<file path="src/source/legv8_defs.svh">
`ifndef LEGV8_DEFS_SVH
`define LEGV8_DEFS_SVH

// Datapath and address width
`define LEGV8_XLEN 64

// Architectural register file
`define LEGV8_REG_COUNT 32
`define LEGV8_ZERO_REG 5'd31

// R-format opcodes
`define LEGV8_OP_ADD 11'b10001011000
`define LEGV8_OP_SUB 11'b11001011000
`define LEGV8_OP_AND 11'b10001010000
`define LEGV8_OP_ORR 11'b10101010000

// D-format opcodes
`define LEGV8_OP_LDUR 11'b11111000010
`define LEGV8_OP_STUR 11'b11111000000

`endif

</file>
<file path="src/source/legv8_pkg.sv">
`include "legv8_defs.svh"

package legv8_pkg;

  typedef struct packed {
    logic [10:0] opcode;
    logic [4:0]  rm;
    logic [5:0]  shamt;
    logic [4:0]  rn;
    logic [4:0]  rd;
  } r_fmt_t;

  typedef struct packed {
    logic [10:0] opcode;
    logic [8:0]  addr; // Signed byte offset
    logic [1:0]  op2;
    logic [4:0]  rn;
    logic [4:0]  rt;
  } d_fmt_t;

  // One fetched word, decoded as either format
  typedef union packed {
    r_fmt_t r;
    d_fmt_t d;
  } instr_u;

  typedef enum logic [3:0] {
    ALU_AND = 4'b0000,
    ALU_ORR = 4'b0001,
    ALU_ADD = 4'b0010,
    ALU_SUB = 4'b0110
  } alu_fn_e;

  typedef struct packed {
    alu_fn_e alu_fn;
    logic    alu_src;    // Offset as second operand
    logic    mem_read;
    logic    mem_write;
    logic    reg_write;
    logic    mem_to_reg;
  } ctrl_t;

  typedef enum logic [1:0] {
    FWD_REG = 2'b00,
    FWD_WB  = 2'b01,
    FWD_MEM = 2'b10
  } fwd_sel_e;

  typedef struct packed {
    logic                   valid;
    logic [`LEGV8_XLEN-1:0] pc;
    instr_u                 instr;
  } if_id_t;

  typedef struct packed {
    ctrl_t                  ctrl;
    logic [`LEGV8_XLEN-1:0] rn_data;
    logic [`LEGV8_XLEN-1:0] rm_data;  // Rm, or Rt for stores
    logic [`LEGV8_XLEN-1:0] imm;
    logic [4:0]             rn_idx;
    logic [4:0]             rm_idx;
    logic [4:0]             rd_idx;
  } id_ex_t;

  typedef struct packed {
    logic                   mem_read;
    logic                   mem_write;
    logic                   reg_write;
    logic                   mem_to_reg;
    logic [`LEGV8_XLEN-1:0] alu_result;
    logic [`LEGV8_XLEN-1:0] store_data;
    logic [4:0]             rd_idx;
  } ex_mem_t;

  typedef struct packed {
    logic                   reg_write;
    logic                   mem_to_reg;
    logic [`LEGV8_XLEN-1:0] alu_result;
    logic [`LEGV8_XLEN-1:0] load_data;
    logic [4:0]             rd_idx;
  } mem_wb_t;

  typedef struct packed {
    logic                   we;
    logic [4:0]             idx;
    logic [`LEGV8_XLEN-1:0] data;
  } wb_t;

endpackage

</file>
<file path="src/source/fetch_stage.sv">
`include "legv8_defs.svh"

module fetch_stage (
  input  logic                   CLOCK,
  input  logic                   rst_n,
  input  logic                   stall,
  input  legv8_pkg::instr_u      instr,
  output logic [`LEGV8_XLEN-1:0] pc,
  output legv8_pkg::if_id_t      if_id
);

  always_ff @(posedge CLOCK or negedge rst_n) begin
    if (!rst_n) begin
      pc    <= '0;
      if_id <= '0;
    end else if (!stall) begin
      pc          <= pc + `LEGV8_XLEN'd4;
      if_id.valid <= 1'b1;
      if_id.pc    <= pc;
      if_id.instr <= instr;
    end
  end

  // Load-use hold freezes the fetch address
  assert property (@(posedge CLOCK) disable iff (!rst_n) stall |=> $stable(pc));

endmodule

</file>
<file path="config.mk">
export PLATFORM = sky130hd
export DESIGN_NAME = fetch_stage
export DESIGN_NICKNAME = d
export VERILOG_FILES = /design/src/source/legv8_pkg.sv /design/src/source/fetch_stage.sv
export VERILOG_INCLUDE_DIRS = /design/src /design/src/source
export SDC_FILE = /design/constraint.sdc
export NUM_CORES = 1
export LEC_CHECK = 0
export ABC_AREA = 1
export ABC_CLOCK_PERIOD_IN_PS = 1540
export BUFFER_PORTS_ARGS = -buffer_cell sky130_fd_sc_hd__buf_2
export CAP_MARGIN = 20
export CORE_ASPECT_RATIO = 1.75
export CORE_MARGIN = 1
export CORE_UTILIZATION = 25
export DETAILED_ROUTE_END_ITERATION = 8
export PLACE_DENSITY_LB_ADDON = 0.3
export SLEW_MARGIN = 20
export SYNTH_ARGS = -nofsm -noshare
export SYNTH_HDL_FRONTEND = slang
export SYNTH_SLANG_ARGS = --single-unit
</file>
<file path="constraint.sdc">
create_clock -name CLOCK -period 1.54 [get_ports CLOCK]
set_input_delay 0.077 -clock CLOCK [delete_from_list [all_inputs] [get_ports CLOCK]]
set_output_delay 0.077 -clock CLOCK [all_outputs]
set_load 0.02 [all_outputs]
</file>
==> results of run 1 <==
-- metrics by stage --
stage / utilization [%] / setup TNS, ns / power (mW) / hold slack, ns
5_1_grt: 40.1 / -1.71 / 12.5 / 0.122
6_report: 40.1 / -0.0777 / 12.0 / 0.107
3_5_place_dp: 34.2 / -1.44 / 7.27 / 0.0839
2_1_floorplan: - / 0 / 6.05 / -0.219
3_3_place_gp: 34.2 / -1.71 / 7.25 / 0.0758
4_1_cts: 38.3 / -0.0329 / 11.8 / 0.0736
-- logic make-up after synthesis --
logic type,count (synthesis)
simple gates,505
flops,157
buf+inv,102
xor+xnor,45
compound gates,42
fa+ha+maj,1
other cells,1
-- state kept, by name, summed over array words and instances, names as in the netlist --
| register | count |
|---|---|
| if_id | 95 |
| pc | 62 |
-- layer usage --
layer | GRT usage [%] | wire [µm] | share of wire, %
met5 | 0 | 0 | 0
met4 | 10.5 | 1220 | 4.9
met3 | 3.89 | 1060 | 4.2
met2 | 31.6 | 13500 | 54
met1 | 18.3 | 9330 | 37
-- worst paths after layout --
path                                start   endpoint  slack [ns]
worst min-delay path                stall  if_id[34]        0.11
worst max-delay path                pc[4]     pc[56]       -0.04
max in group asynchronous           rst_n     pc[39]        0.81
worst max register to register      pc[4]     pc[56]       -0.04
min in group asynchronous           rst_n  if_id[39]        0.16
worst min register to register  if_id[96]  if_id[96]        0.46
-- layout by cell type (no fill, tap or decap), types with 2 or more instances in the layout --
cell type / n
buf_12: 5
buf_2: 189
buf_4: 156
buf_6: 10
bufinv_16: 2
clkbuf_16: 17
clkinv_2: 3
clkinv_4: 4
clkinvlp_4: 2
conb_1: 4
dfrtp_1: 144
dfrtp_2: 13
dlygate4sd3_1: 33
inv_1: 64
inv_2: 9
inv_4: 3
nand2_1: 304
nand2_2: 26
nand2_4: 15
nand3_1: 14
nand3_2: 13
nand3b_1: 3
nand4_1: 18
nor2_1: 37
nor2_2: 27
nor2_4: 29
nor2_8: 2
nor3_1: 3
nor3_2: 5
o21ai_0: 41
or2_2: 2
xor2_1: 44
-- where the power goes --
part	switching (mW)	internal (mW)
clock network	1.82	2.43
registers	0.280	4.50
logic	1.76	1.16
-- worst max-delay path, stage by stage, from the launching register on --
cell and delay, ns:
dfrtp_1 0.37, buf_6 0.14, nand2_8 0.06, nor2_8 0.14, nand2_4 0.08, nor2_4 0.18
nand2_4 0.09, nor2_4 0.22, nand2_1 0.08, nand2_1 0.06, nand2_1 0.05, inv_1 0.04
-- layout make-up --
| class | count | share of cell area, % |
|---|---|---|
| clock buffer | 19 | 3.94 |
| clock inverter | 12 | 1.25 |
| inverter | 77 | 2.65 |
| multi-input combinational | 597 | 29.3 |
| sequential | 157 | 35.1 |
| tap | 373 | 4.15 |
| timing repair buffer | 393 | 23.6 |
-- timing repair --
action | CTS | global route
resized for setup | 43 | 104
endpoints found under the hold margin | 136 | 0
pin swaps | 18 | 63
setup endpoints to repair | 25 | 37
setup buffers | 15 | 19
hold buffers | 33 | 0
==> results_dict.tcl, run 1 <==
set metrics [dict create \
    wl_per_cell_um 15.4 \
    tritoncts "done" \
    vias 6857 \
    synth_edf_count 0 \
    cts_root_buffer "clkbuf_16" \
    synthTopCellsByArea "dfrtp_1 (55%), nand2_1 (17%), xor2_1 (5.5%), nor2_1 (4.0%), inv_1 (3.6%)" \
    r2r_cells 11 \
    synth_area_um2 7180 \
    seq_area_um2 3950 \
    crit_required_ns 1.93 \
    status "finished, violations left" \
    port_buffers 191 \
    cp_max_fo 3 \
    hp-class "in -> reg" \
    synth_compound_area_share_pct 2.93 \
    place_ws_ns -0.205 \
    nets 1279 \
    synth-xor-area-share_pct 5.49 \
    htreeDepth 4 \
    dp_hpwl_mm 19.0 \
    finalHoldViolations 0 \
    netlist_top_cells_count "nand2_1 (331), dfrtp_1 (157), nor2_1 (77)" \
    cts.sinks 157 \
    die_h_um 226 \
    fin_ws_ns -0.0410 \
    skew_ns 0.00824 \
    synth_cell_types 31 \
    grt_overflow 0 \
    grt_use_total_pct 17.6 \
    synth_adder_area_share_pct 0.174 \
    holdPathStages 4 \
    place_congestion 0.904 \
    finalCriticalPeriod_ns 1.58 \
    via_per_inst 4.21 \
    synth_top_area_cell "dfrtp_1" \
    postLayoutCellArea_um2 11300 \
    dp_cells 1530 \
    area_delta_synth_final_pct 56.7 \
    syn_area_per_cell_um2 8.42 \
    insertion_delay_ns 0.45 \
    multi_input_area_um2 3300 \
    synth-seq-cells 157 \
    coreArea_um2 28100 \
    n_antenna_cell 0 \
    grt_pass1_vias 6992 \
    slew_viol_final 0 \
    io_pins 196 \
    finalCritPeriodShare_pct 103 \
    rsz0062_at_grt "yes" \
    start_util_pct 25.6 \
    cap_violations 0 \
    worst_pin_slew_ns 0.536 \
    yosysTopAreaCellShare_pct 54.7 \
    start_kind "flip-flop" \
    endpoint_kind "flip-flop" \
    num_rows 81 \
    setup_viol_count_final 3 \
    drive_gt1_share_pct 43.2 \
    grt_pass1_wl_mm 37.8 \
    yosysSeqAreaShare_pct 54.7 \
    grt_max_degree 62 \
    postRouteAntennaNets 0 \
    synthMuxAreaShare_pct 0 \
    yosys_warnings 0 \
    netlist_instances 853 \
    die_w_um 130 \
    cts_buffers 17 \
    cts_max_path_buffers 2 \
    die_area_um2 29400 \
    drt_pass1_iterations 5 \
    violations "setup timing" \
    antenna_found_initial 0 \
    synthArstFlopShare_pct 100 \
    synth_top_family_by_area "simple AND/OR/NAND/NOR gates" \
    worst_ep_arrival_time_ns 1.97 \
    clk_pin_slew_ns 0.06 \
    drt_iter0_drc 249 \
    ys.flop_type "dfrtp_1" \
    power.leakage_nw 5.97 \
    fill_cells 2834 \
    wl_mm 25.1 \
    crit_type "reg -> reg" \
    synth_most_common_cell "nand2_1" \
    power.density_nw_per_um2 1060 \
    slew_headroom_pct 64.2 \
    post-route-drc-count 0 \
    vdd_ir_drop_max_mv 0.810 \
    placed_area_um2 9590 \
    synthSimpleGateAreaFrac_pct 31.1 \
    fin_cells 1628 \
    fmax_ghz 0.633 \
]
Power figures use the tool's default switching activity.
==> run 2: changes to the inputs <==
Settings changed: CTS_BUF_LIST from default to sky130_fd_sc_hd__clkbuf_4, GPL_ROUTABILITY_DRIVEN from default to 1, PLACE_DENSITY from default to 0.55, PLACE_DENSITY_LB_ADDON 0.3 to default.
==> run 2 against run 1 <==
Compared with the run above: total power shrank 11%; count of clock-buffer cells in the layout shrank 1; via count grew 1.6%; highest routed layer unchanged; sequential power is essentially flat; routed wire length grew 1.9%; setup slack lost 0.097 ns; global-route usage grew 0.36 points; critical endpoint is now pc[58]; the flow still finishes with violations (setup timing); combinational power is essentially flat; non-clock buffer count grew 5; clock power shrank 32%; die area is the same; first-iteration DRC count grew 26%.
==> results_dict.tcl, run 2 (same netlist as run 1, synthesis figures left out) <==
set metrics [dict create \
    reg_top3 "if_id x95, pc x62" \
    grt_use_total_pct 18.0 \
    via_per_inst 4.26 \
    finalCritPeriodShare_pct 109 \
    violations "setup timing" \
    cts_root_buffer "clkbuf_4" \
    crit_top_cell "nand2_1" \
    post-route-drc-count 0 \
    drt_iter0_drc 314 \
    fin_cells 1635 \
    rsz0062_at_grt "yes" \
    coreArea_um2 28100 \
    power.leakage_nw 5.92 \
    final_cell_mix "nand2_1 (303), buf_2 (175), buf_4 (145), dfrtp_1 (143), inv_1 (68)" \
    dp_cells 1522 \
    tns_ns -0.784 \
    cp_slowest_cell "dfrtp_1" \
    crit_required_ns 2.14 \
    crit_type "reg -> reg" \
    io_pins 196 \
    grt_pass1_wl_mm 38.7 \
    postRouteAntennaNets 0 \
    cts.sinks 157 \
    place_congestion 0.922 \
    grt_max_degree 95 \
    cp.depth 10 \
    endpoint_kind "flip-flop" \
    power.density_nw_per_um2 951 \
    r2r_cells 10 \
    vdd_ir_drop_max_mv 0.450 \
    power_mw 10.6 \
    finalCriticalPeriod_ns 1.68 \
    worst_ep_arrival_time_ns 2.28 \
    tritoncts "done" \
    top_register "if_id" \
    start_kind "flip-flop" \
    slew_viol_final 0 \
    grt_overflow 0 \
    insertion_delay_ns 0.64 \
    cp_max_fo 4 \
    cap_violations 0 \
    fin_ws_ns -0.138 \
    skew_ns 0.0330 \
    wl_mm 25.6 \
    cts_max_path_buffers 2 \
    fmax_ghz 0.596 \
    port_buffers 191 \
    die_w_um 130 \
    final_common_cell "nand2_1" \
    holdPathStages 4 \
    num_rows 81 \
    htreeDepth 4 \
    largest_register_ffs 95 \
    drt_pass1_iterations 4 \
    die_area_um2 29400 \
    vias 6964 \
    area_delta_synth_final_pct 55.4 \
    die_h_um 226 \
    critPathTopFamily "simple AND/OR/NAND/NOR gates" \
    start_util_pct 25.6 \
    grt_pass1_vias 7004 \
    finalHoldViolations 0 \
    fill_cells 2865 \
    path_cells "buf_6 > nand4_1 > nor2b_1 > buf_4 > nand2_4 > nor2_4 > nand2_1 > nand2_1 > nand2_1 > inv_1" \
    drive_gt1_share_pct 42.0 \
    timing.critical_path.buf_inv 3 \
    antenna_found_initial 1 \
    slowest_delay_ns 0.46 \
    status "finished, violations left" \
    setup_viol_count_final 18 \
    nets 1284 \
    dp_hpwl_mm 18.5 \
    hp-class "in -> reg" \
    wl_per_cell_um 15.6 \
    cts_buffers 17 \
    clk_pin_slew_ns 0.16 \
]
==> run 2: changes by cell type in the layout (fill, tap and decap cells not counted), moves of 9 or more <==
cell / previous run / this run
buf_2: 189 / 175
nor2_2: 27 / 18
clkbuf_4: 0 / 18
dlygate4sd3_1: 33 / 45
buf_4: 156 / 145
buf_6: 10 / 29
clkbuf_16: 17 / 0
==> run 2: worst paths after layout <==
check | to | from | slack, ns
max in group asynchronous | if_id[78] | rst_n | 0.68
setup / recovery | pc[58] | pc[18] | -0.14
setup reg to reg | pc[58] | pc[18] | -0.14
hold reg to reg | if_id[65] | if_id[65] | 0.49
min in group asynchronous | pc[34] | rst_n | 0.55
hold / removal | if_id[22] | instr[22] | 0.16
==> run 2: repair_timing <==
item,4_1_cts,5_1_grt
hold endpoints to repair,243,0
hold buffers,46,0
endpoints found under the setup margin,40,66
resized for setup,72,106
pin swaps,16,44
setup buffers,14,21
==> run 2: power by group <==
group          switching, mW  internal (mW)
combinational           1.76           1.20
clock                   1.69           1.19
sequential             0.294           4.49
==> run 2: area by class of cell <==
cell class | instances | area [µm²] | area share, %
Sequential cell | 157 | 3950 | 35.4
Clock inverter | 14 | 183 | 1.64
Inverter | 77 | 300 | 2.69
Antenna cell | 1 | 2.50 | 0.0224
Tap cell | 373 | 467 | 4.18
Clock buffer | 18 | 135 | 1.21
Multi-Input combinational cell | 597 | 3310 | 29.6
Timing Repair Buffer | 398 | 2820 | 25.3
==> run 2: routing by layer <==
metal	GRT usage (%)	part of all wire, %	wire length [µm]
met4	12.0	5.2	1330
met3	3.15	3.7	945
met5	0	0	0
met1	18.9	38	9590
met2	32.1	54	13700
==> run 2: worst register-to-register path: cells and delay by family (launching register included) <==
kind | cells | cell delay, ns
buf+inv | 3 | 0.32
simple gates | 7 | 0.85
flops | 1 | 0.46
==> run 2: per-stage QoR <==
stage	hold slack (ns)	setup WS [ns]	utilization (%)	instance area, µm²
floorplan	-0.219	0.00945	-	7200
detailed placement	0.0210	-0.136	33.9	9510
CTS	0.0896	-0.0397	37.8	10600
global route	0.123	-0.160	39.8	11200
finish	0.160	-0.138	39.8	11200
global placement	0.0171	-0.175	33.9	9510
==> run 3: changes to the inputs <==
Settings changed: SETUP_SLACK_MARGIN from default to 0.02.
==> run 3 against run 2 <==
Compared with the run above: the run still ends with setup timing left; routed wire length up 2.5%; largest power group unchanged; register-to-register slack gained 0.10 ns; critical path type unchanged; via count is 2.8% higher; critical path depth down 1; cell count increased by 2.1%; sequential share of layout area is 0.85 points lower; maximum frequency up 6.6%; utilization up 1.1 points; sequential cell count is the same.
==> results_dict.tcl, run 3 (same netlist as run 1, synthesis figures left out) <==
set metrics [dict create \
    drt_iter0_drc 280 \
    grt_pass1_wl_mm 39.8 \
    die_h_um 226 \
    cts_max_path_buffers 2 \
    power_mw 10.1 \
    crit_type "reg -> reg" \
    vdd_ir_drop_max_mv 0.415 \
    clk_pin_slew_ns 0.14 \
    antenna_found_initial 1 \
    top_register "if_id" \
    finalHoldViolations 0 \
    cts_root_buffer "clkbuf_4" \
    rsz0062_at_grt "yes" \
    nets 1319 \
    critPathTopFamily "simple AND/OR/NAND/NOR gates" \
    final_common_cell "nand2_1" \
    cp_slowest_cell "dfrtp_2" \
    place_ws_ns -0.147 \
    fin_ws_ns -0.0349 \
    drt_pass1_iterations 5 \
    status "finished, violations left" \
    place_congestion 0.917 \
    cp_max_fo 4 \
    insertion_delay_ns 0.63 \
    power.density_nw_per_um2 885 \
    path_cells "buf_6 > nand2_4 > nor2_4 > nand2_4 > nor2_8 > nand2_4 > nor2_4 > buf_6 > xor2_1" \
    skew_ns 0.0343 \
    fill_cells 2825 \
    start_kind "flip-flop" \
    htreeDepth 4 \
    cts.sinks 157 \
    finalCritPeriodShare_pct 102 \
    num_rows 81 \
    hp-class "in -> reg" \
    grt_overflow 0 \
    timing.critical_path.buf_inv 2 \
    cts_buffers 17 \
    crit_top_cell "nand2_4" \
    port_buffers 191 \
    postRouteAntennaNets 0 \
    slew_viol_final 0 \
    grt_pass1_vias 7377 \
    vias 7162 \
    start_util_pct 25.6 \
    wl_mm 26.2 \
    worst_pin_slew_ns 0.713 \
    wl_per_cell_um 15.7 \
    grt_use_total_pct 18.5 \
    setup_viol_count_final 4 \
    fmax_ghz 0.635 \
    io_pins 196 \
    worst_ep_arrival_time_ns 2.13 \
    power.leakage_nw 5.95 \
    final_cell_mix "nand2_1 (314), buf_2 (168), dfrtp_1 (136), buf_4 (126), dlygate4sd3_1 (87)" \
    grt_max_degree 46 \
    endpoint_kind "flip-flop" \
    seq_area_um2 3960 \
    die_w_um 130 \
    area_delta_synth_final_pct 59.6 \
    dp_hpwl_mm 18.6 \
    coreArea_um2 28100 \
    reg_top3 "if_id x95, pc x62" \
    violations "setup timing" \
    slew_headroom_pct 52.3 \
    largest_register_ffs 95 \
    die_area_um2 29400 \
    finalCriticalPeriod_ns 1.57 \
    drive_gt1_share_pct 39.9 \
    multi_input_area_um2 3200 \
    crit_required_ns 2.09 \
    slowest_delay_ns 0.39 \
    post-route-drc-count 0 \
    via_per_inst 4.29 \
    tritoncts "done" \
    cap_violations 0 \
]
==> run 3: cell count changes in the layout (fill, tap and decap cells not counted), moves of 8 or more <==
| cell | delta |
|---|---|
| nor2_2 | +12 |
| nand2_1 | +11 |
| dlygate4sd3_1 | +42 |
| buf_4 | -19 |
| nand2_2 | -8 |
| nor2_4 | -8 |
| buf_6 | +16 |
==> run 3: worst reg2reg max path, cell delays in order (launching register included) <==
cell and delay [ns]:
dfrtp_2 0.39, buf_6 0.12, nand2_4 0.06, nor2_4 0.14
nand2_4 0.08, nor2_8 0.14, nand2_4 0.10, nor2_4 0.21
buf_6 0.13, xor2_1 0.14
==> run 3: final timing paths <==
| kind | cells after the start | from | slack (ns) | to |
|---|---|---|---|---|
| max in group asynchronous | 4 | rst_n | 0.67 | if_id[96] |
| worst min register to register | 2 | if_id[49] | 0.49 | if_id[49] |
| worst max-delay path | 9 | pc[3] | -0.03 | pc[23] |
| min in group asynchronous | 4 | rst_n | 0.56 | pc[37] |
| worst max register to register | 9 | pc[3] | -0.03 | pc[23] |
| worst min-delay path | 5 | stall | 0.007 | if_id[36] |
==> run 3: metal layers <==
metal | global-route usage, % | part of all wire, %
met1 | 18.8 | 36
met2 | 33.4 | 54
met4 | 12.6 | 5.7
met3 | 3.79 | 3.7
met5 | 0 | 0
==> run 3: timing repair <==
action / CTS / global route
pin swaps: 28 / 32
endpoints found under the hold margin: 231 / 1
endpoints found under the setup margin: 43 / 55
hold buffers: 86 / 3
buffers inserted: 14 / 18
resized for setup: 78 / 103
==> run 3: metrics by stage <==
step / std cells / utilization, % / TNS (ns) / hold slack (ns) / area, µm²
global route: 1669 / 40.8 / -2.14 / 0.0286 / 11500
detailed placement: 1520 / 33.8 / -1.07 / 0.00571 / 9500
finish: 1669 / 40.8 / -0.0836 / 0.00729 / 11500
floorplan: 856 / - / 0 / -0.219 / 7200
CTS: 1649 / 39.1 / -0.346 / -0.0505 / 11000
global placement: 1520 / 33.8 / -0.866 / 0.00500 / 9500
==> run 3: area by class of cell <==
cell class / instances / area share [%]
clock inverters: 11 / 0.830
diodes: 1 / 0.0218
flip-flops and latches: 157 / 34.5
inverters: 77 / 2.55
repair buffers: 433 / 28.8
well taps: 373 / 4.07
multi-input cells: 597 / 27.9
clock buffers: 20 / 1.31
==> run 3: where the power goes <==
group	internal [mW]	switching, mW	leakage (nW)
sequential	4.50	0.281	1.84
clock	0.836	1.59	0.128
combinational	1.25	1.69	3.98
